### src/hw/egr_pkg.sv
/* Widths and beat types shared by the egress stage.
   Imported by every egress module and by the testbench. */

`default_nettype none

package egr_pkg;

    //////////////////////////////////////////////////
    // Widths

    localparam int EGR_BUS_BYTES  = 8;
    localparam int EGR_PORT_BYTES = 2;
    localparam int EGR_SPLIT      = EGR_BUS_BYTES / EGR_PORT_BYTES;
    localparam int EGR_PORT_IDX_W = 8;
    localparam int EGR_CNT_W      = 32;

    //////////////////////////////////////////////////
    // Beats

    // Keep is contiguous from byte 0, partial only on last
    typedef struct packed {
        logic [EGR_BUS_BYTES*8-1:0]  data;
        logic [EGR_BUS_BYTES-1:0]    keep;
        logic                        last;
        logic [EGR_PORT_IDX_W-1:0]   egress_port;
    } egr_bus_beat_t;

    typedef struct packed {
        logic [EGR_PORT_BYTES*8-1:0] data;
        logic [EGR_PORT_BYTES-1:0]   keep;
        logic                        last;
    } egr_port_beat_t;

    //////////////////////////////////////////////////
    // Counters

    typedef struct packed {
        logic [EGR_CNT_W-1:0] accepted;
        logic [EGR_CNT_W-1:0] dropped;
        logic [EGR_CNT_W-1:0] sent;
    } egr_port_cnts_t;

endpackage

`default_nettype wire
### src/hw/egr_width_adapt.sv
/* Splits each wide beat into port beats, lane 0 first, and spends one
   credit per port beat sent. Credits come back on credit_return. */

`timescale 1ns/10ps
`default_nettype none

module egr_width_adapt
    import egr_pkg::*;
#(
    parameter int CREDIT_INIT = 4
)(
    input  logic           egr_bus,
    input  logic           rst_n,
    input  logic           rd_valid,
    input  egr_bus_beat_t  rd_beat,
    output logic           rd_pop,
    input  logic           credit_return,
    output logic           port_valid,
    output egr_port_beat_t port_beat,
    output logic           ev_sent
);

    localparam int LANE_W = $clog2(EGR_SPLIT);
    localparam int CRED_W = $clog2(CREDIT_INIT + 1);
    localparam int LANE_BITS = EGR_PORT_BYTES * 8;

    egr_bus_beat_t     hold_beat;
    logic              hold_valid;
    logic [LANE_W-1:0] lane;
    logic [LANE_W-1:0] last_lane;
    logic [CRED_W-1:0] credits;
    logic              send;
    logic              final_lane;

    // Highest lane with any keep bit set
    always_comb begin
        last_lane = '0;
        for (int l = 0; l < EGR_SPLIT; l++) begin
            if (|hold_beat.keep[l*EGR_PORT_BYTES +: EGR_PORT_BYTES]) begin
                last_lane = LANE_W'(l);
            end
        end
    end

    assign final_lane = (lane == last_lane);
    assign port_valid = hold_valid && (credits != '0);
    assign send       = port_valid;
    assign rd_pop     = rd_valid && (!hold_valid || (send && final_lane));

    assign port_beat.data = hold_beat.data[lane*LANE_BITS +: LANE_BITS];
    assign port_beat.keep = hold_beat.keep[lane*EGR_PORT_BYTES +: EGR_PORT_BYTES];
    assign port_beat.last = hold_beat.last && final_lane;
    assign ev_sent        = send && port_beat.last;

    always_ff @(posedge egr_bus or negedge rst_n) begin
        if (!rst_n) begin
            hold_valid <= 1'b0;
            lane       <= '0;
            credits    <= CRED_W'(CREDIT_INIT);
        end else begin
            if (send) begin
                lane <= final_lane ? '0 : lane + 1'b1;
            end
            if (rd_pop) begin
                hold_valid <= 1'b1;
            end else if (send && final_lane) begin
                hold_valid <= 1'b0;
            end
            // Return while sending leaves the count as is
            case ({send, credit_return})
                2'b10:   credits <= credits - 1'b1;
                2'b01:   credits <= (credits < CRED_W'(CREDIT_INIT)) ? credits + 1'b1 : credits;
                default: credits <= credits;
            endcase
        end
    end

    always_ff @(posedge egr_bus) begin
        if (rd_pop) begin
            hold_beat <= rd_beat;
        end
    end

    // The port returns no more credits than it was given
    a_credit_cap: assert property (@(posedge egr_bus) disable iff (!rst_n)
        credit_return |-> (credits < CRED_W'(CREDIT_INIT)));

endmodule

`default_nettype wire

### config.mk
export PLATFORM = sky130hd
export DESIGN_NAME = egr_width_adapt
export DESIGN_NICKNAME = d
export VERILOG_FILES = /design/src/hw/egr_pkg.sv /design/src/hw/egr_width_adapt.sv
export SDC_FILE = /design/constraint.sdc
export NUM_CORES = 1
export LEC_CHECK = 0
export BUFFER_PORTS_ARGS = -buffer_cell sky130_fd_sc_hd__buf_2
export CAP_MARGIN = 20
export CORE_MARGIN = 4
export CORE_UTILIZATION = 44
export DETAILED_ROUTE_END_ITERATION = 8
export GPL_ROUTABILITY_DRIVEN = 0
export PLACE_DENSITY = 0.73
export REMOVE_ABC_BUFFERS = 1
export SLEW_MARGIN = 20
export SYNTH_ARGS = -nofsm -noshare
export SYNTH_HDL_FRONTEND = slang
export SYNTH_SLANG_ARGS = --single-unit
### constraint.sdc
create_clock -name egr_bus -period 5.3 [get_ports egr_bus]
set_input_delay 0.53 -clock egr_bus [delete_from_list [all_inputs] [get_ports egr_bus]]
set_output_delay 0.53 -clock egr_bus [all_outputs]
set_load 0.01 [all_outputs]
# After elaboration in Yosys (flattened, before gate mapping)
# Index checks and enable logic that the tools add are counted.
[op_classes] n_addsub=3 mux=8 n_eq_ne=4 order_cmp=1 n_reduce_logical=14 shifts=2
[ops] operator="64-bit by 7-bit indexed part select with 16-bit output" n=1
[ops] operator="8-bit by 4-bit indexed part select with 2-bit output" n=1
[ops] operator="2-bit two-way mux" n=3
[ops] operator="3-bit one-hot mux with 2 select lines" n=1
[ops] operator="2-bit OR reduction" n=3
[ops] operator="1-bit logical AND" n=5
[ops] operator="2-bit nonzero test" n=2
[ops] operator="3-bit by 1-bit adder with 3-bit output, second input constant" n=1
[ops] operator="3-bit less-than comparator, second input constant" n=1
[ops] operator="1-bit two-way mux" n=3
[ops] operator="3-bit two-way mux" n=1
[ops] operator="3-bit nonzero test" n=1
[ops] operator="3-bit by 1-bit subtractor with 3-bit output, second input constant" n=1
[ops] operator="2-bit by 1-bit adder with 2-bit output, second input constant" n=1
[ops] operator="2-bit by 1-bit == test with 1-bit output, second input constant" n=1
[ops] operator="2-bit == test" n=1
[ops] operator="2-bit == test, second input constant" n=1
[ops] operator="2-bit inequality test, second input constant" n=1
[ops] operator="2-bit AND reduction" n=1
[ops] operator="1-bit logical NOT" n=1
[ops] operator="1-bit logical OR" n=1
[word_totals] output_inout_bits=22 reg_bits=79 wordCells=38 inputBits=85

# Logic depth before layout (Yosys ltp)
[depth] ltp_word=9 mapped_depth=6

# Worst setup path after synthesis
# No wires, ideal clock.
[synth_path] path_type="register to register" from="register hold_beat[15] in the netlist's numbering" to="register hold_beat[10] in the netlist's numbering, enable pin" required_ns=4.763 path_stages_with_launch=5 setup_slack_ns=-0.056 setup_ns=0.537 path_buffers=0 arrival_ns=4.819 synth_period_minus_slack_ns=5.356 cell_sequence="edfxtp_1 > nor4_2 > xor2_1 > nand3_1 > o22ai_1"
[synth_between] elab_chain_len=6
[synth_rtl] item="start: declaration" line_no="egr_width_adapt.sv:27" rtl="egr_bus_beat_t hold_beat;"
[synth_rtl] item="start signal: assignment" line_no="egr_width_adapt.sv:80" rtl="hold_beat <= rd_beat;"
[synth_rtl] item="2-bit OR reduction" line_no="egr_width_adapt.sv:39" rtl="if (|hold_beat.keep[l*EGR_PORT_BYTES +: EGR_PORT_BYTES]) begin"
[synth_rtl] item="2-bit two-way mux" line_no="egr_width_adapt.sv:39"
[synth_rtl] item="2-bit == test" line_no="egr_width_adapt.sv:45" rtl="assign final_lane = (lane == last_lane);"
[synth_rtl] item="1-bit logical AND" line_no="egr_width_adapt.sv:48" rtl="assign rd_pop = rd_valid && (!hold_valid || (send && final_lane));"
[synth_rtl] item="1-bit logical OR" line_no="egr_width_adapt.sv:48"
[synth_rtl] item="1-bit logical AND" line_no="egr_width_adapt.sv:48"
[synth_rtl] item="named net rd_pop" line_no="egr_width_adapt.sv:16" rtl="output logic rd_pop,"
# The timed path passes the listed nets, and every way through them passes these cells.
# A chain may end at the register's enable or synchronous reset.

# Worst setup path in the final report
[layout_path] from="register lane[1]" to="output port rd_pop"
[layout_between] elab_chain_len=4
[layout_rtl] item="start: declaration" line_no="egr_width_adapt.sv:29" rtl="logic [LANE_W-1:0] lane;"
[layout_rtl] item="start signal: assignment" line_no="egr_width_adapt.sv:62" rtl="lane <= final_lane ? '0 : lane + 1'b1;"
[layout_rtl] item="2-bit == test" line_no="egr_width_adapt.sv:45"
[layout_rtl] item="1-bit logical AND" line_no="egr_width_adapt.sv:48"
[layout_rtl] item="1-bit logical OR" line_no="egr_width_adapt.sv:48"
[layout_rtl] item="1-bit logical AND" line_no="egr_width_adapt.sv:48"
[layout_rtl] item="end: declaration" line_no="egr_width_adapt.sv:16"
# No other way between the ends.

==> out/qor.txt <==
================================================================================
Power density relative to cell area                                  564 mW/mm^2
Worst Clk Skew                                                         0.0151 ns
Vias                                                                        1729
Average via count per standard cell                                         4.93
Classification of the worst setup path                              register to output port
Initial Util                                                               45.1%
HPWL reported at the end of detailed placement                           3920 um
Post-route setup TNS                                                        0 ns
Worst setup EP type                                                  output port
Global-route wire length before repair                                   8760 um
Synth warnings                                                                 0
TritonCTS buffer count                                                         9
Power, Total                                                           0.00218 W
Antenna Violating Nets Remaining                                               0
Seq/Total Area, Yosys                                                      76.5%
Overall die width                                                        91.5 um
Cell taking the most area after synthesis                           sky130_fd_sc_hd__edfxtp_1
FF+latch count, synth                                                         79
Slew Limit Fails                                                               0
Tot GR Track Use                                                           13.8%
Mapped cell area                                                    0.00306 mm^2
Skew-Pair Late Insertion Delay                                           0.34 ns
Mapped Cells                                                                 142
TritonCTS clock tree                                                       built
Sequence of cells on the critical path                              xor2_1, nand3_1, o22ai_4, buf_2
Clk sinks                                                                     79
Most common library cell in the layout ignoring fill and taps       sky130_fd_sc_hd__buf_2
Drt pass-1 iters                                                               4
Peak ir drop on the vdd network                                       0.000258 V
Leakage component of the power                                           1.46 nW
Max-capacitance violation count                                                0
Mean post-synth cell area                                              21.6 um^2
Crit-path slowest cell                                              sky130_fd_sc_hd__dfrtp_1
WP data arrival                                                          2.68 ns
Most frequent cells in the layout                                   sky130_fd_sc_hd__buf_2, sky130_fd_sc_hd__edfxtp_1, sky130_fd_sc_hd__mux4_2
Pin count of the biggest net entering global routing                          32
Layout cells sized above 1                                                 54.5%
Final period demand of the worst path                                    3.21 ns
Number of nets at the end of the flow                                        336
ANT cells                                                                      0
Fraction of post-synthesis cell area in the top cell type by area          71.5%
Filler cell count in the final layout                                        548
Remaining design rule violation count                                          0
WL per Instance                                                          15.7 um
Floorplan row count                                                           30
Setup repair after global routing missed its margin                           no
Height of the chip                                                       91.5 um
Outcome                                                             complete, no violations
H-tree levels                                                                  3
Crit share post-route                                                      60.6%
Yosys cell types                                                              29
Full die area                                                       0.00836 mm^2
Post-CTS setup-driven buffer insertion count                                   0
CORE AREA                                                           0.00679 mm^2
Initial antenna violation count                                                0
I/O Pins                                                                     107
Setup slack at placement                                                 2.32 ns
Max clock buf depth                                                            2
Area growth from synthesis to final layout                                 26.1%
Clock root cell                                                     sky130_fd_sc_hd__clkbuf_8
Worst-path maximum fanout                                                     23
Highest achievable clock rate                                          0.312 GHz
Final core occ                                                             56.9%
Post-route non-filler standard cell count                                    351
Worst relative slew slack                                                  29.6%
# port buffers                                                                98
Required time of the critical path                                       4.77 ns
Critical Path Source Type                                               register
Cell count after placement                                                   334
Slowest cell delay on critical path                                      1.04 ns
Total grt overflow                                                             0
First-iteration detailed-routing DRC count                                    81
Class of the worst hold path                                        input port to register
Worst-margin pin slew                                                    1.06 ns
Count of endpoints failing hold in the final timing report                     0
Dominant cells by area after synthesis                              sky130_fd_sc_hd__edfxtp_1, sky130_fd_sc_hd__mux4_2, sky130_fd_sc_hd__dfrtp_1
Routed wire length                                                       5510 um
Worst Slack Setup Final                                                  2.09 ns
Via count of the first global-routing pass                                  1863
Clock slew at reported path FFs                                          0.09 ns
Finish-stage setup viols                                                       0
================================================================================
## registers in the layout, indices dropped and copies added, names as in the netlist
name        flops
credits         3
hold_beat      73
hold_valid      1
lane            2
## critical path: cells and delay by family (launching register included)
family	cells	cell delay [ns]
flip-flops	1	1.04
AO/OA/AOI/OAI	1	0.56
XOR/XNOR	1	0.31
buffers and inverters	1	0.26
AND/OR/NAND/NOR	1	0.16
## report_power, final
group          leakage (nW)  internal (W)  switching [W]
Clock                0.0883      0.000175       0.000224
Combinational         0.628      0.000353       0.000397
Sequential            0.740      0.000932      0.0000995
## worst paths after layout
kind / from / endpoint / slack (ns) / cells past startpoint
min in group asynchronous: rst_n / hold_valid$_DFFE_PN0P_ / 0.56 / 2
setup reg to reg: lane[1]$_DFFE_PN0P_ / hold_beat[14]$_DFFE_PP_ / 2.40 / 4
hold reg to reg: credits[0]$_DFFE_PN0P_ / credits[0]$_DFFE_PN0P_ / 0.54 / 1
hold / removal: rd_beat[34] / hold_beat[34]$_DFFE_PP_ / 0.35 / 1
setup / recovery: lane[1]$_DFFE_PN0P_ / rd_pop / 2.09 / 4
max in group asynchronous: rst_n / credits[2]$_DFFE_PN1P_ / 4.53 / 2
## synth_stat cells, drive strengths merged
library cell   n
o211ai         3
inv            5
dfstp          1
or4            1
buf            5
o22ai          2
dfrtp          5
o21ai          3
clkbuf         1
fa             1
a21oi          2
xor2           2
nor2           3
nand3          3
o31ai          3
a2111o         1
o32a           1
xnor2          2
edfxtp        73
nor3           1
mux4          18
nand2          4
mux2i          1
nor4           1
## kinds of logic after synthesis
logic type      share of synthesized area (%)
flops                                    76.5
mux                                      13.7
compound gates                           3.84
simple gates                             2.16
buf+inv                                  2.04
xor+xnor                                 1.14
fa+ha+maj                               0.653
## layer usage
layer	wire length, um	GRT usage (%)	part of all wire (%)
met4	63	5.28	1.1
met1	2250	16.9	41
met5	0	0	0
met3	472	5.63	8.6
met2	2720	21.9	49
## final cells by class
cell class,instances,area (um^2),share of cell area [%]
well taps,96,120,3.11
flip-flops and latches,79,2340,60.7
inverters,5,18.8,0.486
clock inverters,7,55.1,1.42
multi-input cells,52,672,17.4
repair buffers,103,531,13.7
clock buffers,9,124,3.21
## what timing repair did
item	4_1_cts	5_1_grt
hold buffers	1	0
endpoints found under the hold margin	5	0
gates resized for setup	0	0
## per-stage QoR
stage                     hold WS, ns  cell area [um^2]
after floorplan                 0.234              3020
after global placement          0.358              3670
after detailed placement        0.364              3670
after CTS                       0.340              3860
after global routing            0.325              3860
final                           0.354              3860
Power figures use the tool's default switching activity.
