**src/hw/egr_pkg.sv**
```systemverilog
/* Widths and beat types shared by the egress stage.
   Imported by every egress module and by the testbench. */

`default_nettype none

package egr_pkg;

    //////////////////////////////////////////////////
    // Widths

    localparam int EGR_BUS_BYTES  = 8;
    localparam int EGR_PORT_BYTES = 2;
    localparam int EGR_SPLIT      = EGR_BUS_BYTES / EGR_PORT_BYTES;
    localparam int EGR_PORT_IDX_W = 8;
    localparam int EGR_CNT_W      = 32;

    //////////////////////////////////////////////////
    // Beats

    // Keep is contiguous from byte 0, partial only on last
    typedef struct packed {
        logic [EGR_BUS_BYTES*8-1:0]  data;
        logic [EGR_BUS_BYTES-1:0]    keep;
        logic                        last;
        logic [EGR_PORT_IDX_W-1:0]   egress_port;
    } egr_bus_beat_t;

    typedef struct packed {
        logic [EGR_PORT_BYTES*8-1:0] data;
        logic [EGR_PORT_BYTES-1:0]   keep;
        logic                        last;
    } egr_port_beat_t;

    //////////////////////////////////////////////////
    // Counters

    typedef struct packed {
        logic [EGR_CNT_W-1:0] accepted;
        logic [EGR_CNT_W-1:0] dropped;
        logic [EGR_CNT_W-1:0] sent;
    } egr_port_cnts_t;

endpackage

`default_nettype wire
```
**src/hw/egr_port_buffer.sv**
```systemverilog
/* Per-port packet FIFO holding wide beats. Admits or drops whole packets,
   deciding at the first beat from the port enable and free space. */

`timescale 1ns/10ps
`default_nettype none

module egr_port_buffer
    import egr_pkg::*;
#(
    parameter int FIFO_DEPTH = 16,
    parameter int MTU_BYTES  = 64
)(
    input  logic          egr_bus,
    input  logic          rst_n,
    input  logic          port_enable,
    input  logic          wr_valid,
    input  logic          wr_first,
    input  egr_bus_beat_t wr_beat,
    input  logic          rd_pop,
    output logic          rd_valid,
    output egr_bus_beat_t rd_beat,
    output logic          ev_accept,
    output logic          ev_drop
);

    localparam int MTU_BEATS = (MTU_BYTES + EGR_BUS_BYTES - 1) / EGR_BUS_BYTES;
    localparam int PTR_W     = (FIFO_DEPTH > 1) ? $clog2(FIFO_DEPTH) : 1;
    localparam int CNT_W     = $clog2(FIFO_DEPTH + 1);

    egr_bus_beat_t    mem [FIFO_DEPTH];
    logic [PTR_W-1:0] wr_ptr;
    logic [PTR_W-1:0] rd_ptr;
    logic [CNT_W-1:0] count;
    logic             drop_q;
    logic             drop_cur;
    logic             admit;
    logic             do_write;

    function automatic logic [PTR_W-1:0] ptr_next(input logic [PTR_W-1:0] p);
        return (p == PTR_W'(FIFO_DEPTH - 1)) ? '0 : p + 1'b1;
    endfunction

    //////////////////////////////////////////////////
    // Admission

    // Room for a full MTU packet, or drop it whole
    assign admit    = port_enable && ((FIFO_DEPTH - int'(count)) >= MTU_BEATS);
    assign drop_cur = wr_first ? !admit : drop_q;
    assign do_write = wr_valid && !drop_cur;

    assign ev_accept = wr_valid && wr_beat.last && !drop_cur;
    assign ev_drop   = wr_valid && wr_beat.last && drop_cur;

    //////////////////////////////////////////////////
    // Storage

    always_ff @(posedge egr_bus or negedge rst_n) begin
        if (!rst_n) begin
            wr_ptr <= '0;
            rd_ptr <= '0;
            count  <= '0;
            drop_q <= 1'b0;
        end else begin
            if (wr_valid) begin
                drop_q <= drop_cur;
            end
            if (do_write) begin
                wr_ptr <= ptr_next(wr_ptr);
            end
            if (rd_pop) begin
                rd_ptr <= ptr_next(rd_ptr);
            end
            case ({do_write, rd_pop})
                2'b10:   count <= count + 1'b1;
                2'b01:   count <= count - 1'b1;
                default: count <= count;
            endcase
        end
    end

    always_ff @(posedge egr_bus) begin
        if (do_write) begin
            mem[wr_ptr] <= wr_beat;
        end
    end

    assign rd_valid = (count != '0);
    assign rd_beat  = mem[rd_ptr];

    // Admission must keep every accepted packet in bounds
    a_no_write_full: assert property (@(posedge egr_bus) disable iff (!rst_n)
        do_write |-> (count != CNT_W'(FIFO_DEPTH)));

    a_no_pop_empty: assert property (@(posedge egr_bus) disable iff (!rst_n)
        rd_pop |-> rd_valid);

endmodule

`default_nettype wire

```
**config.mk**
```make
export PLATFORM = sky130hd
export DESIGN_NAME = egr_port_buffer
export DESIGN_NICKNAME = d
export VERILOG_FILES = /design/src/hw/egr_pkg.sv /design/src/hw/egr_port_buffer.sv
export SDC_FILE = /design/constraint.sdc
export NUM_CORES = 1
export LEC_CHECK = 0
export BUFFER_PORTS_ARGS = -buffer_cell sky130_fd_sc_hd__buf_2
export CAP_MARGIN = 5
export CORE_ASPECT_RATIO = 1.25
export CORE_UTILIZATION = 29
export DETAILED_ROUTE_END_ITERATION = 10
export GPL_TIMING_DRIVEN = 1
export PLACE_DENSITY_LB_ADDON = 0.12
export SYNTH_ARGS = -nofsm -noshare
export SYNTH_HDL_FRONTEND = slang
export SYNTH_SLANG_ARGS = --single-unit
```
**constraint.sdc**
```tcl
create_clock -name egr_bus -period 10.42 [get_ports egr_bus]
set_input_delay 2.605 -clock egr_bus [delete_from_list [all_inputs] [get_ports egr_bus]]
set_output_delay 2.605 -clock egr_bus [all_outputs]
set_load 0.01 [all_outputs]
```
# == Word-level counts from Yosys, hierarchy flattened ==
# Memory sizes are Yosys's and may differ from the RTL's.
# Cells that the tools add are included.
# Widths: inputs -> output; s select.
# totals
output_inout_bits,84
ram_bits,1296
word_cells,30
memories,1
inputBits,87
reg_bits,14
# mem_list
name,words,word_bits,rd,rd_ports_with_merged_regs,wr,line,source
mem,16,81,1,0,1,egr_port_buffer.sv:30,egr_bus_beat_t mem [FIFO_DEPTH];
# op_classes
n_addsub,5
n_lt_le_gt_ge,1
n_reduce_logical,9
eq_ne,4
n_mux,6
# op_table
operator,count
$pmux 5 s2,1
$add 4x1->4 const B,2
$eq 4x4->1 const B,2
$mux 4,2
$ge 6x5->1 const B,1
$sub 5x5->6 const A,1
$add 5x1->5 const B,1
$logic_and 1x1->1,5
$reduce_bool 5->1,1
$sub 5x1->5 const B,1
$mux 1,3
$eq 2x1->1 const B,1
$eq 2x2->1 const B,1
$logic_not 1->1,2
$reduce_bool 2->1,1

# == Longest topological paths before layout ==
# Gate-level depths: netlist of run 1.
# depth
word_depth,9
mapped_depth,15
depth_no_buf,12

# == Worst setup path after synthesis of run 1 ==
# OpenSTA, ideal clock, no wires.
# synth_timing
path_type,input to register
from,input port wr_first
to,memory mem[5][0] (netlist bit) (enable)
required_ps,9783
cell_stages,4
t_arrival_ps,9325
n_path_buf,0
setup_time_ps,637
path_slack_ps,458
path_cell_list,or2_2 a32oi_4 nand3_2 nor3b_1
# synth_between
elab_chain_cells,5
# synth_rtl
item,line,source
start: declaration,egr_port_buffer.sv:17,"input logic wr_first,"
$mux 1,egr_port_buffer.sv:48,assign drop_cur = wr_first ? !admit : drop_q;
$logic_not 1->1,egr_port_buffer.sv:49,assign do_write = wr_valid && !drop_cur;
$logic_and 1x1->1,egr_port_buffer.sv:49,
$mux 1,egr_port_buffer.sv:82,if (do_write) begin
$mux 1 (implied by the code),egr_port_buffer.sv:83,mem[wr_ptr] <= wr_beat;
end: declaration,egr_port_buffer.sv:30,
# Every way passes these cells.

==> flow_summary_export.csv, run 1 <==
group,metric,value,unit
run_status,outcome,"complete, no violations",
grt,grt_overflow,0,
timing,worstMarginPinSlew,1120,ps
grt,grt_pass1_vias,24593,
min_path,hp-class,"reg2reg",
route,vias,22638,
timing,hold_violations,0,
timing,fmax,155,MHz
route,drt_iter0_drc,1660,
timing,slew_viol_final,0,
grt,grt_pass1_wl,183,mm
synthesis,synth_seq_cells,1310,
worst_setup_path,critical_path_class,"reg2out",
run,cap_violations,0,
grt,grt_max_degree,118,
timing,fin_setup_tns,0,ps
clock_tree,clock-root-buffer,"clkbuf_16",
timing,finalCriticalPeriod,6450,ps
synthesis,synth_cells,2091,
worst_setup_path,cp_max_fo,48,
floorplanning,coreArea,168000,µm²
worst_setup_path,required,7820,ps
route,wirelength,129,mm
timing,fin_hold_ws,540,ps
synthesis,yosysWarnings,0,
final_layout,layout-area-overhead-vs-synth,16.5,%
final_layout,drive_above_1_share,0.311,
grt,grt_antenna_before_repair,25,
synthesis,avgSynthCellArea,23.6,µm²
pwr,ir_drop,0.000220,V
synthesis,yosysTopAreaCell,"edfxtp_1",
pwr,p_leak,0.0180,µW
placed_design,dp_hpwl,61.2,mm
final_layout,fill_cells,15679,
floorplanning,die_y,463,µm
clock_tree,cts_made_buffers,143,
pwr,power.density,248,nW/µm²
clock_tree,holdBufCountCts,0,
placed_design,io_buffers,170,
clock_tree,clk_pin_slew,70,ps
final_layout,finalNetCount,2437,
synthesis,synth_top_area_share,0.789,
floorplanning,initial_core_util,0.293,
route,ant_nets,0,
clock_tree,clock_path_buffers,3,
timing,slew_headroom,0.250,
worst_setup_path,crit_arrival,3850,ps
timing,rsz0062_at_grt,"false",
synthesis,synth.most_common_cell,"edfxtp_1",
timing,fin_skew,24.6,ps
synthesis,ys_dominant_reg_cell,"edfxtp_1",
synthesis,synth.yosys.seq_area_share,0.796,
route,wire_per_inst,27.6,µm
placed_design,gp_congestion,0.692,
timing,finalCritPeriodShare,0.619,
synthesis,ys_types,46,
synthesis,syn-num-nets,2188,
floorplanning,fp.dieW,371,µm
clock_tree,cts_setup_buffers,0,
clock_tree,cts.htree.levels,4,
clock_tree,cts_resized,0,
timing,setup_viol,0,
synthesis,synth_edf_count,1296,
synthesis,synth_area,49400,µm²
worst_setup_path,startpoint_type,"register",
floorplanning,die-area,172000,µm²
grt,grt.total_usage,0.151,
floorplanning,rows,168,
floorplanning,io_pins,171,
synthesis,yosys-top-cells-area,"edfxtp_1 (79%), mux4_2 (15%), a22oi_1 (2.5%)",
clock_tree,insertion_delay,780,ps
clock_tree,numClockSinks,1310,
route,viasPerCell,4.85,
synthesis,synth_common_cells,"edfxtp_1 (1296), mux4_2 (324), a22oi_1 (162), nand2_1 (92), clkbuf_1 (69)",
route,drc,0,
clock_tree,cts_tree,"built",
route,drt_pass1_iterations,5,
worst_setup_path,end_kind,"output pin",
synthesis,ys_async_sr_fraction,0.0107,
==> through the flow <==
stage / instance area [µm²] / total power [µW] / cells / worst slack [ps] / utilization
final: 57500 / 14300 / 4665 / 3970 / 0.341
after global routing: 57500 / 15000 / 4660 / 3580 / 0.341
after CTS: 57500 / 14600 / 4659 / 3670 / 0.341
after detailed placement: 53100 / 9760 / 4405 / 4090 / 0.315
after global placement: 53100 / 9720 / 4405 / 4070 / 0.315
after floorplan: 49400 / 8520 / 2091 / 458 / -
==> final timing paths <==
| path | from | endpoint | cells past startpoint | slack, ps |
|---|---|---|---|---|
| setup / recovery | rd_ptr[1] | rd_beat[15] | 5 | 3970 |
| setup reg to reg | count[1] | mem[7][8] | 8 | 5890 |
| hold / removal | drop_q | drop_q | 1 | 540 |
| min in group asynchronous | rst_n | count[4] | 1 | 1720 |
| max in group asynchronous | rst_n | rd_ptr[1] | 1 | 8380 |
| hold reg to reg | drop_q | drop_q | 1 | 540 |
==> area by class of cell <==
class	count	area, µm²	share of cell area
Antenna cell	6	15.0	0.000261
Timing Repair Buffer	220	1330	0.0231
Clock buffer	183	3750	0.0652
Inverter	5	18.8	0.000327
Tap cell	2210	2770	0.0481
Sequential cell	1310	39300	0.683
Clock inverter	71	651	0.0113
Multi-Input combinational cell	660	9680	0.168
==> critical path: stages, from the launching register on <==
cell	delay [ps]
dfrtp_4	910
buf_4	880
mux4_2	610
a22oi_1	250
nand2_1	180
buf_2	180
==> where the power goes <==
group          switching, µW  internal (µW)
Combinational           1850           1560
Sequential               164           5930
Clock                   2080           2690
==> layout by cell type, fill, tap and decap left out, types with 5 or more instances in the layout <==
master / synthesis / layout
dfrtp_1: 14 / 12
o21ai_0: 5 / 5
edfxtp_1: 1296 / 1296
nand2_1: 92 / 92
buf_12: 0 / 8
mux4_2: 324 / 324
clkinv_2: 0 / 12
diode_2: 0 / 6
clkbuf_1: 69 / 39
clkinv_8: 0 / 6
nor2_4: 0 / 7
clkinv_1: 0 / 34
buf_4: 1 / 42
buf_2: 34 / 170
clkbuf_16: 0 / 144
a22oi_1: 162 / 162
ha_1: 10 / 10
bufinv_16: 0 / 5
inv_1: 5 / 5
==> kinds of logic (layout without fill, tap and decap cells) <==
logic type / after synthesis / in the layout / share of synthesized area
AO/OA/AOI/OAI: 180 / 180 / 0.0276
XOR/XNOR: 7 / 7 / 0.00124
adder cells (fa/ha/maj): 10 / 10 / 0.00254
buffers and inverters: 121 / 479 / 0.0104
flip-flops: 1310 / 1310 / 0.796
multiplexers: 330 / 330 / 0.149
other: 0 / 6 / 0
AND/OR/NAND/NOR: 133 / 133 / 0.0134
==> flip-flops by register name, summed over array words and instances, names as in the netlist <==
signal and flops:
count 5, drop_q 1, wr_ptr 4, mem 1296, rd_ptr 4
==> routing by layer <==
layer / part of all wire / global-route usage / vias to the layer above
met3: 0.057 / 0.0354 / 190
li1: - / - / 9506
met5: 0.0010 / 0 / -
met4: 0.020 / 0.0405 / 20
met1: 0.43 / 0.197 / 12398
met2: 0.50 / 0.252 / 524
No activity file was read; power rests on OpenSTA's default activity.
==> inputs of run 2 (changes only) <==
Clock period 10.42 ns to 5.4 ns, I/O delays scaled along.
==> run 2 against run 1 <==
- sequential power grew 94%
- clock skew increased by 2.9 ps
- utilization is 0.31 points higher
- cell count increased by 0.32%
- via count increased by 0.41%
- routed wire length is 0.28% lower
- total power rose by 96%
- largest power group unchanged
==> flow_summary_export.csv, run 2 (synthesis results as in run 1) <==
group,metric,value,unit
timing,setup_ws,641,ps
floorplanning,die_y,463,µm
worst_setup_path,cpMaxStageDelayCell,"dfrtp_4",
timing,slew_viol_final,0,
clock_tree,cts_tree,"built",
final_layout,largest_register_ffs,1296,
timing,worstMarginPinSlew,966,ps
clock_tree,cts_setup_buffers,0,
worst_setup_path,slowest_delay,950,ps
clock_tree,cts.htree.levels,4,
timing,finalCriticalPeriod,4760,ps
floorplanning,coreArea,168000,µm²
clock_tree,clock_path_buffers,3,
worst_setup_path,cp_max_fo,33,
worst_setup_path,startpoint_type,"register",
final_layout,largest-register,"mem",
route,ant_nets,0,
min_path,hp-class,"in2async",
final_layout,final_cell_mix,"edfxtp_1 (1296), mux4_2 (324), buf_2 (170)",
worst_setup_path,crit_chain,"buf_4 -> mux4_2 -> a22oi_1 -> nand2_1 -> buf_2",
grt,grt_pass1_wl,184,mm
final_layout,layout-area-overhead-vs-synth,17.5,%
timing,fmax,210,MHz
clock_tree,cts_resized,0,
final_layout,final_area,58000,µm²
grt,grt_max_degree,82,
pwr,power,28000,µW
timing,setup_viol,0,
timing,finalCritPeriodShare,0.881,
clock_tree,clk_pin_slew,60,ps
final_layout,instances_no_fill,4680,
timing,slew_headroom,0.356,
run,cap_violations,0,
clock_tree,holdBufCountCts,0,
floorplanning,rows,168,
route,drt_iter0_drc,1645,
clock_tree,insertion_delay,770,ps
route,vias,22731,
final_layout,drive_above_1_share,0.321,
placed_design,gp_congestion,0.687,
clock_tree,numClockSinks,1310,
worst_setup_path,crit_arrival,3410,ps
clock_tree,clock-root-buffer,"clkbuf_16",
final_layout,fill_cells,15599,
grt,grt_antenna_before_repair,29,
grt,grt_pass1_vias,24883,
floorplanning,initial_core_util,0.293,
floorplanning,io_pins,171,
placed_design,io_buffers,170,
worst_setup_path,critical_path_class,"reg2out",
pwr,p_leak,0.0182,µW
timing,rsz0062_at_grt,"false",
pwr,ir_drop,0.000287,V
route,wire_per_inst,27.5,µm
timing,fin_hold_ws,502,ps
timing,hold_violations,0,
placed_design,dp_cells,4424,
clock_tree,cts_made_buffers,143,
final_layout,reg_top3,"mem x1296, count x5",
timing,fin_skew,27.5,ps
route,wirelength,129,mm
final_layout,finalNetCount,2456,
placed_design,dp_slack,1350,ps
floorplanning,fp.dieW,371,µm
route,drc,0,
worst_setup_path,required,4050,ps
final_layout,mostFrequentLayoutCell,"edfxtp_1",
route,drt_pass1_iterations,5,
worst_setup_path,end_kind,"output pin",
grt,grt.total_usage,0.151,
route,viasPerCell,4.86,
placed_design,place_area,53600,µm²
grt,grt_overflow,0,
run_status,outcome,"complete, no violations",
placed_design,dp_hpwl,62.9,mm
worst_setup_path,reg2reg_depth,12,
floorplanning,die-area,172000,µm²
pwr,power.density,483,nW/µm²
## run 2: per-stage QoR
stage	util	setup TNS (ps)
after floorplan	-	-434040
after global placement	0.318	0
after detailed placement	0.318	0
after CTS	0.344	0
after global routing	0.344	0
final	0.345	0
## run 2: final timing paths
check                           startpoint     endpoint  slack (ps)
worst min register to register      drop_q       drop_q         520
worst min-delay path                 rst_n    wr_ptr[3]         500
worst max register to register    count[3]     count[4]        1720
worst max-delay path             rd_ptr[1]  rd_beat[42]         640
max in group asynchronous            rst_n    rd_ptr[1]        4570
min in group egr_bus                drop_q       drop_q         520
## run 2: area by class of cell
type,instances,area (µm²),area share
Antenna cell,4,10.0,0.000173
Clock buffer,174,3720,0.0641
Clock inverter,78,721,0.0124
Inverter,5,18.8,0.000324
Multi-Input combinational cell,660,9720,0.168
Sequential cell,1310,39300,0.677
Tap cell,2210,2770,0.0477
Timing Repair Buffer,239,1780,0.0307
## run 2: worst max-delay path: cells and delay by family (launching register included)
kind	cells	cell delay [ps]
buf+inv	2	710
simple gates	1	220
flops	1	950
mux	1	550
compound gates	1	210
## run 2: layer usage
layer  part of all wire  wire, µm  track usage  up-vias
met1               0.43     55000        0.196    12409
met5             0.0012       153            0        -
met4              0.020      2580       0.0403       26
li1                   -         -            -     9551
met3              0.051      6550       0.0327      213
met2               0.50     64300        0.255      532
## run 2: report_power, final
group          leakage [µW]  internal (µW)  switching, µW  total [µW]
clock               0.00215           5390           3980        9360
sequential           0.0118          11400            319       11800
combinational       0.00426           3180           3710        6890
total                0.0182          20000           8010       28000
