**src/hw/egr_pkg.sv**
```systemverilog
/* Widths and beat types shared by the egress stage.
   Imported by every egress module and by the testbench. */

`default_nettype none

package egr_pkg;

    //////////////////////////////////////////////////
    // Widths

    localparam int EGR_BUS_BYTES  = 8;
    localparam int EGR_PORT_BYTES = 2;
    localparam int EGR_SPLIT      = EGR_BUS_BYTES / EGR_PORT_BYTES;
    localparam int EGR_PORT_IDX_W = 8;
    localparam int EGR_CNT_W      = 32;

    //////////////////////////////////////////////////
    // Beats

    // Keep is contiguous from byte 0, partial only on last
    typedef struct packed {
        logic [EGR_BUS_BYTES*8-1:0]  data;
        logic [EGR_BUS_BYTES-1:0]    keep;
        logic                        last;
        logic [EGR_PORT_IDX_W-1:0]   egress_port;
    } egr_bus_beat_t;

    typedef struct packed {
        logic [EGR_PORT_BYTES*8-1:0] data;
        logic [EGR_PORT_BYTES-1:0]   keep;
        logic                        last;
    } egr_port_beat_t;

    //////////////////////////////////////////////////
    // Counters

    typedef struct packed {
        logic [EGR_CNT_W-1:0] accepted;
        logic [EGR_CNT_W-1:0] dropped;
        logic [EGR_CNT_W-1:0] sent;
    } egr_port_cnts_t;

endpackage

`default_nettype wire
```
**src/hw/egr_port_counters.sv**
```systemverilog
/* Accepted, dropped and sent packet counters for every port.
   Counters saturate, and a per-port clear beats any event that cycle. */

`timescale 1ns/10ps
`default_nettype none

module egr_port_counters
    import egr_pkg::*;
#(
    parameter int NUM_PORTS = 4
)(
    input  logic                 egr_bus,
    input  logic                 rst_n,
    input  logic [NUM_PORTS-1:0] ev_accept,
    input  logic [NUM_PORTS-1:0] ev_drop,
    input  logic [NUM_PORTS-1:0] ev_sent,
    input  logic [NUM_PORTS-1:0] cnt_clear,
    output egr_port_cnts_t       cnts [NUM_PORTS]
);

    function automatic logic [EGR_CNT_W-1:0] sat_inc(
        input logic [EGR_CNT_W-1:0] v,
        input logic                 ev
    );
        return (ev && (v != '1)) ? v + 1'b1 : v;
    endfunction

    always_ff @(posedge egr_bus or negedge rst_n) begin
        if (!rst_n) begin
            for (int p = 0; p < NUM_PORTS; p++) begin
                cnts[p] <= '0;
            end
        end else begin
            for (int p = 0; p < NUM_PORTS; p++) begin
                if (cnt_clear[p]) begin
                    cnts[p] <= '0;
                end else begin
                    cnts[p].accepted <= sat_inc(cnts[p].accepted, ev_accept[p]);
                    cnts[p].dropped  <= sat_inc(cnts[p].dropped, ev_drop[p]);
                    cnts[p].sent     <= sat_inc(cnts[p].sent, ev_sent[p]);
                end
            end
        end
    end

endmodule

`default_nettype wire

```
**config.mk**
```make
export PLATFORM = sky130hd
export DESIGN_NAME = egr_port_counters
export DESIGN_NICKNAME = d
export VERILOG_FILES = /design/src/hw/egr_pkg.sv /design/src/hw/egr_port_counters.sv
export SDC_FILE = /design/constraint.sdc
export NUM_CORES = 1
export LEC_CHECK = 0
export ABC_AREA = 0
export BUFFER_PORTS_ARGS = -buffer_cell sky130_fd_sc_hd__buf_2
export CORE_MARGIN = 8
export CORE_UTILIZATION = 47
export CTS_CLUSTER_DIAMETER = 100
export DETAILED_ROUTE_END_ITERATION = 8
export PLACE_DENSITY = 0.7
export SYNTH_ARGS = -nofsm -noshare
export SYNTH_HDL_FRONTEND = slang
export SYNTH_SLANG_ARGS = --single-unit
```
**constraint.sdc**
```tcl
create_clock -name egr_bus -period 3.3 [get_ports egr_bus]
set_input_delay 0.165 -clock egr_bus [delete_from_list [all_inputs] [get_ports egr_bus]]
set_output_delay 0.165 -clock egr_bus [all_outputs]
set_load 0.01 [all_outputs]
```
# After elaboration in Yosys (flattened, before gate mapping)
# Cells that the tools add are included.
# Widths: inputs -> output; s select.
# op_classes
n_addsub	12
eq_ne	12
n_mux	16
reduce_logical	24
# op_table
op	count
$add 32x1->32 const B	12
$mux 32	12
$mux 96	4
$ne 32x32->1 const B	12
$reduce_bool 2->1	12
$logic_and 1x1->1	12
# totals
register_bits	384
inputBits	18
out_inout_bits	384
word_cells	76

# Depth between registers and ports, before layout
# Gate-level depths: netlist (run 1).
# depth
word_depth	4
mapped_depth	8
ltp_nobuf	7

# Least setup slack after synthesis (run 1)
# OpenSTA, ideal clock, no wires.
# synth_path
kind	flip-flop to flip-flop
startpoint	register cnts[192] in the netlist's numbering
endpoint	register cnts[202] in the netlist's numbering
setup_ns	0.132
arrival_time_ns	2.111
required_time_ns	3.168
setup_slack_ns	1.057
stages_incl_launch_ff	8
path_buffers	0
period_less_slack_ns	2.243
cell_sequence	dfrtp_1 > ha_1 > nand3_1 > or4_1 > o31ai_1 > nor3b_1 > xnor2_1 > nor2_1
# synth_between
elab_chain_cells	3
word_cells_on_any_way	6
cone_classes	add/sub: 1; eq/ne: 1; mux: 2; reduce/logical: 2
# synth_rtl
item	line_no	text
start, declared	egr_port_counters.sv:18	output egr_port_cnts_t cnts [NUM_PORTS]
$add 32x1->32 or $ne 32x32->1 (tied branches)	egr_port_counters.sv:25	return (ev && (v != '1)) ? v + 1'b1 : v;
$mux 32 or $logic_and 1x1->1 (tied branches)	egr_port_counters.sv:25	
$mux 96 or $reduce_bool 2->1 (tied branches)	--	
# Parallel ways exist; a longest one is shown, timed or not. The select of a mux whose other input is x is not followed.
# A chain may end at the register's enable or synchronous reset.

# Final worst setup path (run 1)
# layout_path
startpoint	register cnts[180] in the netlist's numbering
endpoint	register cnts[160] in the netlist's numbering
# layout_between
elab_chain_cells	3
# layout_rtl
item	line_no
$ne 32x32->1	egr_port_counters.sv:25
$logic_and 1x1->1	egr_port_counters.sv:25
$reduce_bool 2->1 (no source line)	--
# No other way between the ends.

==> results.py, run 1 <==
metrics = {
    "status": {
        "status": "complete, no violations",
    },
    "synthesis": {
        "synth_commonest_cells": "dfrtp_1, nor2_1, xor2_1, nand2_1, nand3_1",
        "yosysMostFrequentCell": "dfrtp_1",
        "yosysUniqueCellTypes": 58,
        "synth_edf_count": 0,
        "async_reset_ff_frac": 1.00,
        "synth-seq-cells": 384,
        "synthesis.nets": 2147,
        "netlist_area_mm2": 0.0197,
        "syn_inst": 2117,
        "ys_seq_area_frac": 0.487,
        "ys_top_cells_by_area": "dfrtp_1, xor2_1, nor2_1",
        "syn_avg_cell_area_um2": 9.31,
        "synth.top_cell.area_share": 0.487,
        "ys.warnings.count": 0,
        "ys.flop_type": "dfrtp_1",
        "synth_top_area_cell": "dfrtp_1",
    },
    "placed_design": {
        "dp_cells": 3008,
        "routabilityCongestion": 0.908,
        "placedInstanceArea_mm2": 0.0224,
        "dp_hpwl_um": 40600,
        "port_buffers": 401,
    },
    "grt": {
        "antenna_found_initial": 1,
        "grt_max_degree": 106,
        "grt_pass1_wl_um": 90100,
        "first_global_vias": 17000,
        "grt-ovfl-total": 0,
        "grt_util_all_layers": 0.225,
    },
    "routing": {
        "drc": 0,
        "dr.pass1.iters": 6,
        "vias": 17600,
        "ant_nets": 0,
        "vias_per_cell": 5.67,
        "wl_per_cell_um": 18.2,
        "wirelength_um": 56400,
        "drtIter0Drc": 1336,
    },
    "clocking": {
        "numCtsBuffers": 45,
        "cts_max_level": 2,
        "cts.path.max_buffers": 3,
        "post-cts-setup-buffers": 0,
        "cts_tree": "done",
        "clock_sinks": 384,
        "cts_hold_buf": 8,
        "ctsRootBufferMaster": "clkbuf_16",
        "clk_latency_ns": 0.55,
        "post_cts_resized": 0,
        "cts.clk_slew.worst_paths_ns": 0.06,
    },
    "sta": {
        "setup_viol": 0,
        "fin_crit_sh": 0.808,
        "slew_headroom": 0.318,
        "tns_ns": 0,
        "fin_worst_skew_ns": 0.0121,
        "hold_viol": 0,
        "rsz0062_at_grt": "no",
        "worstMarginPinSlew_ns": 1.02,
        "layout_min_cycle_time_ns": 2.67,
        "fmax_mhz": 375,
        "drv_slew": 0,
    },
    "critical_path": {
        "cp.arrival_ns": 3.07,
        "cp_slowest_cell": "nand3b_1",
        "cp_max_fo": 18,
        "start_kind": "flip-flop",
        "crit_required_ns": 3.71,
        "path_buf_inv": 0,
        "crit_path_end_kind": "flip-flop",
        "path_delay_family": "simple AND/OR/NAND/NOR gates",
        "crit_type": "reg -> reg",
        "crit_chain": "nand4_1, nor4_1, nand3b_1, nand2_1, xor2_1, nor2_1",
        "slowest_delay_ns": 0.61,
    },
    "layout": {
        "design_area_mm2": 0.0241,
        "regMostFlops": "cnts",
        "largest_reg_flops": 384,
        "reg_top3": "cnts: 384 flops",
        "drive_gt1_frac": 0.204,
        "syn_to_final_growth_pct": 22.1,
        "final_cells": 3097,
        "fillers": 3708,
        "fin_nets": 2554,
    },
    "power": {
        "power.density_mw_per_mm2": 440,
        "max-vdd-ir-drop_uv": 412,
        "leakage_nw": 11.2,
    },
    "die": {
        "ioPinCount": 402,
        "design.core.area_mm2": 0.0417,
        "rows": 75,
        "fp.dieH_um": 221,
        "die_x_um": 221,
        "die_area_mm2": 0.0487,
        "start_util": 0.473,
    },
    "flow_run": {
        "max_cap_violations": 0,
    },
    "hold_path": {
        "min_path_type": "in -> reg",
    },
}
-- cells by family after synthesis --
| logic type | count (synthesis) | synth area share |
|---|---|---|
| adder cells (fa/ha/maj) | 12 | 0.00762 |
| AO/OA/AOI/OAI | 168 | 0.0498 |
| flip-flops | 384 | 0.487 |
| XOR/XNOR | 310 | 0.138 |
| multiplexers | 10 | 0.00508 |
| AND/OR/NAND/NOR | 1140 | 0.294 |
| buffers and inverters | 93 | 0.0180 |
-- worst register-to-register path, stage by stage, from the launching register on --
cell and delay (ns):
dfrtp_1 0.44, nand4_1 0.26, nor4_1 0.59, nand3b_1 0.61
nand2_1 0.39, xor2_1 0.18, nor2_1 0.05
-- final cells by class --
class | count | area, µm² | area share
Antenna cell | 1 | 2.50 | 0.000104
Clock buffer | 55 | 1230 | 0.0513
Clock inverter | 25 | 380 | 0.0158
Inverter | 26 | 97.6 | 0.00406
Multi-Input combinational cell | 1640 | 9750 | 0.405
Sequential cell | 384 | 9610 | 0.399
Tap cell | 539 | 674 | 0.0280
Timing Repair Buffer | 427 | 2320 | 0.0964
-- metal layers --
| metal | GRT usage | wire, µm | up-vias | share of wire |
|---|---|---|---|---|
| li1 | - | - | 8279 | - |
| met1 | 0.295 | 24000 | 8631 | 0.43 |
| met2 | 0.354 | 26200 | 534 | 0.46 |
| met3 | 0.0548 | 4260 | 120 | 0.076 |
| met4 | 0.0918 | 1890 | 0 | 0.033 |
| met5 | 0 | 0 | - | 0 |
-- report_power, final --
group          switching (mW)  internal (mW)  leakage (nW)
combinational           0.276          0.101          5.03
clock                    2.01           3.43         0.801
sequential             0.0424           4.74          5.35
total                    2.32           8.27          11.2
-- worst paths after layout --
path / startpoint / endpoint / slack, ns / cells after the start
min in group asynchronous: rst_n / cnts[350]$_DFFE_PN0P_ / 0.23 / 2
min: ev_accept[3] / cnts[65]$_DFFE_PN0P_ / 0.05 / 4
max reg2reg: cnts[180]$_DFFE_PN0P_ / cnts[160]$_DFFE_PN0P_ / 0.63 / 6
max: cnts[180]$_DFFE_PN0P_ / cnts[160]$_DFFE_PN0P_ / 0.63 / 6
max in group asynchronous: rst_n / cnts[241]$_DFFE_PN0P_ / 1.96 / 3
min reg2reg: cnts[327]$_DFFE_PN0P_ / cnts[327]$_DFFE_PN0P_ / 0.56 / 2
-- cells in the final DEF (no fill, tap or decap), drive strengths merged, types with 8 or more instances in the layout --
cell         count
a211oi           9
a21oi           63
a31oi           13
and2            18
and3            66
and4            44
buf            419
bufinv          10
clkbuf          55
clkinv          13
dfrtp          384
dlygate4sd3      8
ha              12
inv             26
mux2i           10
nand2          146
nand3          145
nand4          143
nor2           382
nor3            57
nor4            38
o21ai           56
or2              8
or3             61
xnor2          113
xor2           197
-- per-stage QoR --
step / util / hold slack, ns / setup slack (ns) / power [mW]
2_1_floorplan: - / -0.131 / 1.06 / 5.02
3_3_place_gp: 0.537 / 0.282 / 0.787 / 5.23
3_5_place_dp: 0.537 / 0.290 / 0.707 / 5.24
4_1_cts: 0.578 / 0.00881 / 0.685 / 10.7
5_1_grt: 0.578 / 0.0606 / 0.307 / 10.9
6_report: 0.578 / 0.0513 / 0.633 / 10.6
Power figures use the tool's default switching activity.
==> run 2, diff against run 1 <==
Settings changed: PLACE_DENSITY 0.7 to 0.73.
Clock period 3.3 ns to 2.3 ns, I/O delays scaled along.
==> results.py, run 2 (same netlist as run 1, synthesis figures left out) <==
metrics = {
    "status": {
        "status": "complete, no violations",
    },
    "routing": {
        "vias_per_cell": 5.65,
        "wirelength_um": 56200,
        "ant_nets": 0,
        "drc": 0,
        "wl_per_cell_um": 17.7,
        "dr.pass1.iters": 5,
        "vias": 18000,
        "drtIter0Drc": 1528,
    },
    "die": {
        "rows": 75,
        "start_util": 0.473,
        "fp.dieH_um": 221,
        "design.core.area_mm2": 0.0417,
        "die_area_mm2": 0.0487,
        "die_x_um": 221,
        "ioPinCount": 402,
    },
    "grt": {
        "use_met2": 0.357,
        "antenna_found_initial": 0,
        "busiest_layer": "met2",
        "grt_use_met3": 0.0481,
        "grt_pass1_wl_um": 90400,
        "grt_util_all_layers": 0.224,
        "grt-ovfl-total": 0,
        "first_global_vias": 17300,
        "grt_max_degree": 97,
        "gr-usage-met1": 0.297,
    },
    "hold_path": {
        "min_to": "cnts[28]$_DFFE_PN0P_",
        "hold_depth": 3,
        "worstHoldStart": "cnt_clear[3]",
        "min_path_type": "in -> reg",
    },
    "critical_path": {
        "r2r_start": "cnts[80]$_DFFE_PN0P_",
        "r2r_slack_ns": 0.09,
        "rr_endpoint": "cnts[94]$_DFFE_PN0P_",
        "worst-r2r-cell-count": 5,
        "cp_slowest_cell": "or4_4",
        "start_kind": "flip-flop",
        "path_delay_family": "simple AND/OR/NAND/NOR gates",
        "slowest_delay_ns": 0.61,
        "crit_path_end_kind": "flip-flop",
        "crit_chain": "nand4_2, or4_4, or3_4, or3_1, a21oi_1",
        "crit_type": "reg -> reg",
        "cp.arrival_ns": 2.69,
        "cp_max_fo": 7,
        "path_buf_inv": 0,
        "crit_required_ns": 2.77,
    },
    "layout": {
        "diodes": 0,
        "layout_commonest_cell": "buf_2",
        "final_cells": 3178,
        "largest_reg_flops": 384,
        "layout_common_cells": "buf_2, nor2_1, dfrtp_1",
        "syn_to_final_growth_pct": 24.8,
        "drive_gt1_frac": 0.232,
        "reg_top3": "cnts: 384 flops",
        "regMostFlops": "cnts",
        "fin_nets": 2638,
        "design_area_mm2": 0.0246,
    },
    "sta": {
        "layout_min_cycle_time_ns": 2.21,
        "slew_headroom": 0.508,
        "setup_viol": 0,
        "worstMarginPinSlew_ns": 0.731,
        "hold_viol": 0,
        "rsz0062_at_grt": "no",
        "holdWs_ns": 0.0400,
        "fmax_mhz": 452,
        "fin_worst_skew_ns": 0.0176,
        "drv_slew": 0,
        "fin_crit_sh": 0.963,
        "tns_ns": 0,
    },
    "placed_design": {
        "port_buffers": 401,
        "placedInstanceArea_mm2": 0.0230,
        "dp_cells": 3088,
        "dp_hpwl_um": 40800,
        "routabilityCongestion": 0.934,
    },
    "clocking": {
        "cts_tree": "done",
        "ctsRootBufferMaster": "clkbuf_16",
        "cts_max_level": 2,
        "cts.path.max_buffers": 3,
        "clk_latency_ns": 0.56,
        "clock_sinks": 384,
        "cts.clk_slew.worst_paths_ns": 0.06,
        "numCtsBuffers": 44,
    },
    "power": {
        "max-vdd-ir-drop_uv": 532,
        "power.density_mw_per_mm2": 580,
        "leakage_nw": 11.5,
    },
    "flow_run": {
        "max_cap_violations": 0,
    },
}
==> run 2: changes by cell type in the layout (fill, tap and decap cells not counted), moves of 3 or more <==
cell / previous run / this run
bufinv_16: 10 / 2
buf_4: 11 / 91
nor4_2: 0 / 3
clkinv_4: 0 / 3
dlygate4sd3_1: 8 / 11
nor4_1: 37 / 34
==> run 2: worst register-to-register path, cell delays in order (launching register included) <==
cell     delay, ns
dfrtp_1       0.43
nand4_2       0.18
or4_4         0.61
or3_4         0.45
or3_1         0.32
a21oi_1       0.14
==> run 2: through the flow <==
stage / total power [mW] / setup WS, ns / util
2_1_floorplan: 7.21 / 0.0567 / -
5_1_grt: 14.8 / 0.00138 / 0.590
3_5_place_dp: 7.55 / 0.0351 / 0.552
3_3_place_gp: 7.54 / 0.108 / 0.552
6_report: 14.3 / 0.0858 / 0.590
4_1_cts: 14.5 / 0.0185 / 0.588
==> run 2: timing repair <==
action,in CTS,in global routing
setup endpoints to repair,0,42
setup buffers,0,2
resized for setup,0,15
endpoints found under the hold margin,300,0
hold buffers,11,0
==> run 2: how the worst max path moves through the flow <==
stage,depth (start not counted),start,slack [ns],endpoint
after floorplan,7,cnts[192]$_DFFE_PN0P_,0.06,cnts[202]$_DFFE_PN0P_
after global placement,6,cnts[220]$_DFFE_PN0P_,0.11,cnts[203]$_DFFE_PN0P_
after detailed placement,6,cnts[264]$_DFFE_PN0P_,0.04,cnts[282]$_DFFE_PN0P_
after CTS,6,cnts[220]$_DFFE_PN0P_,0.02,cnts[201]$_DFFE_PN0P_
after global routing,5,cnts[80]$_DFFE_PN0P_,0.001,cnts[90]$_DFFE_PN0P_
final,5,cnts[80]$_DFFE_PN0P_,0.09,cnts[94]$_DFFE_PN0P_
==> run 2: metal layers <==
metal | vias up | part of all wire
met5 | - | 0
met1 | 8801 | 0.42
li1 | 8431 | -
met3 | 124 | 0.072
met4 | 0 | 0.034
met2 | 600 | 0.47
==> run 2: power by group <==
group | switching (mW) | leakage [nW] | total [mW] | internal [mW]
Combinational | 0.407 | 5.49 | 0.581 | 0.174
Clock | 2.83 | 0.692 | 6.83 | 4.00
Sequential | 0.0571 | 5.35 | 6.86 | 6.80
==> run 2: cell type report <==
type	instances	area, µm²
clock buffer	56	1230
clock inverter	21	180
fill	3566	17100
inverter	26	97.6
multi-input combinational	1640	9810
sequential	384	9610
tap	539	674
timing repair buffer	512	2990
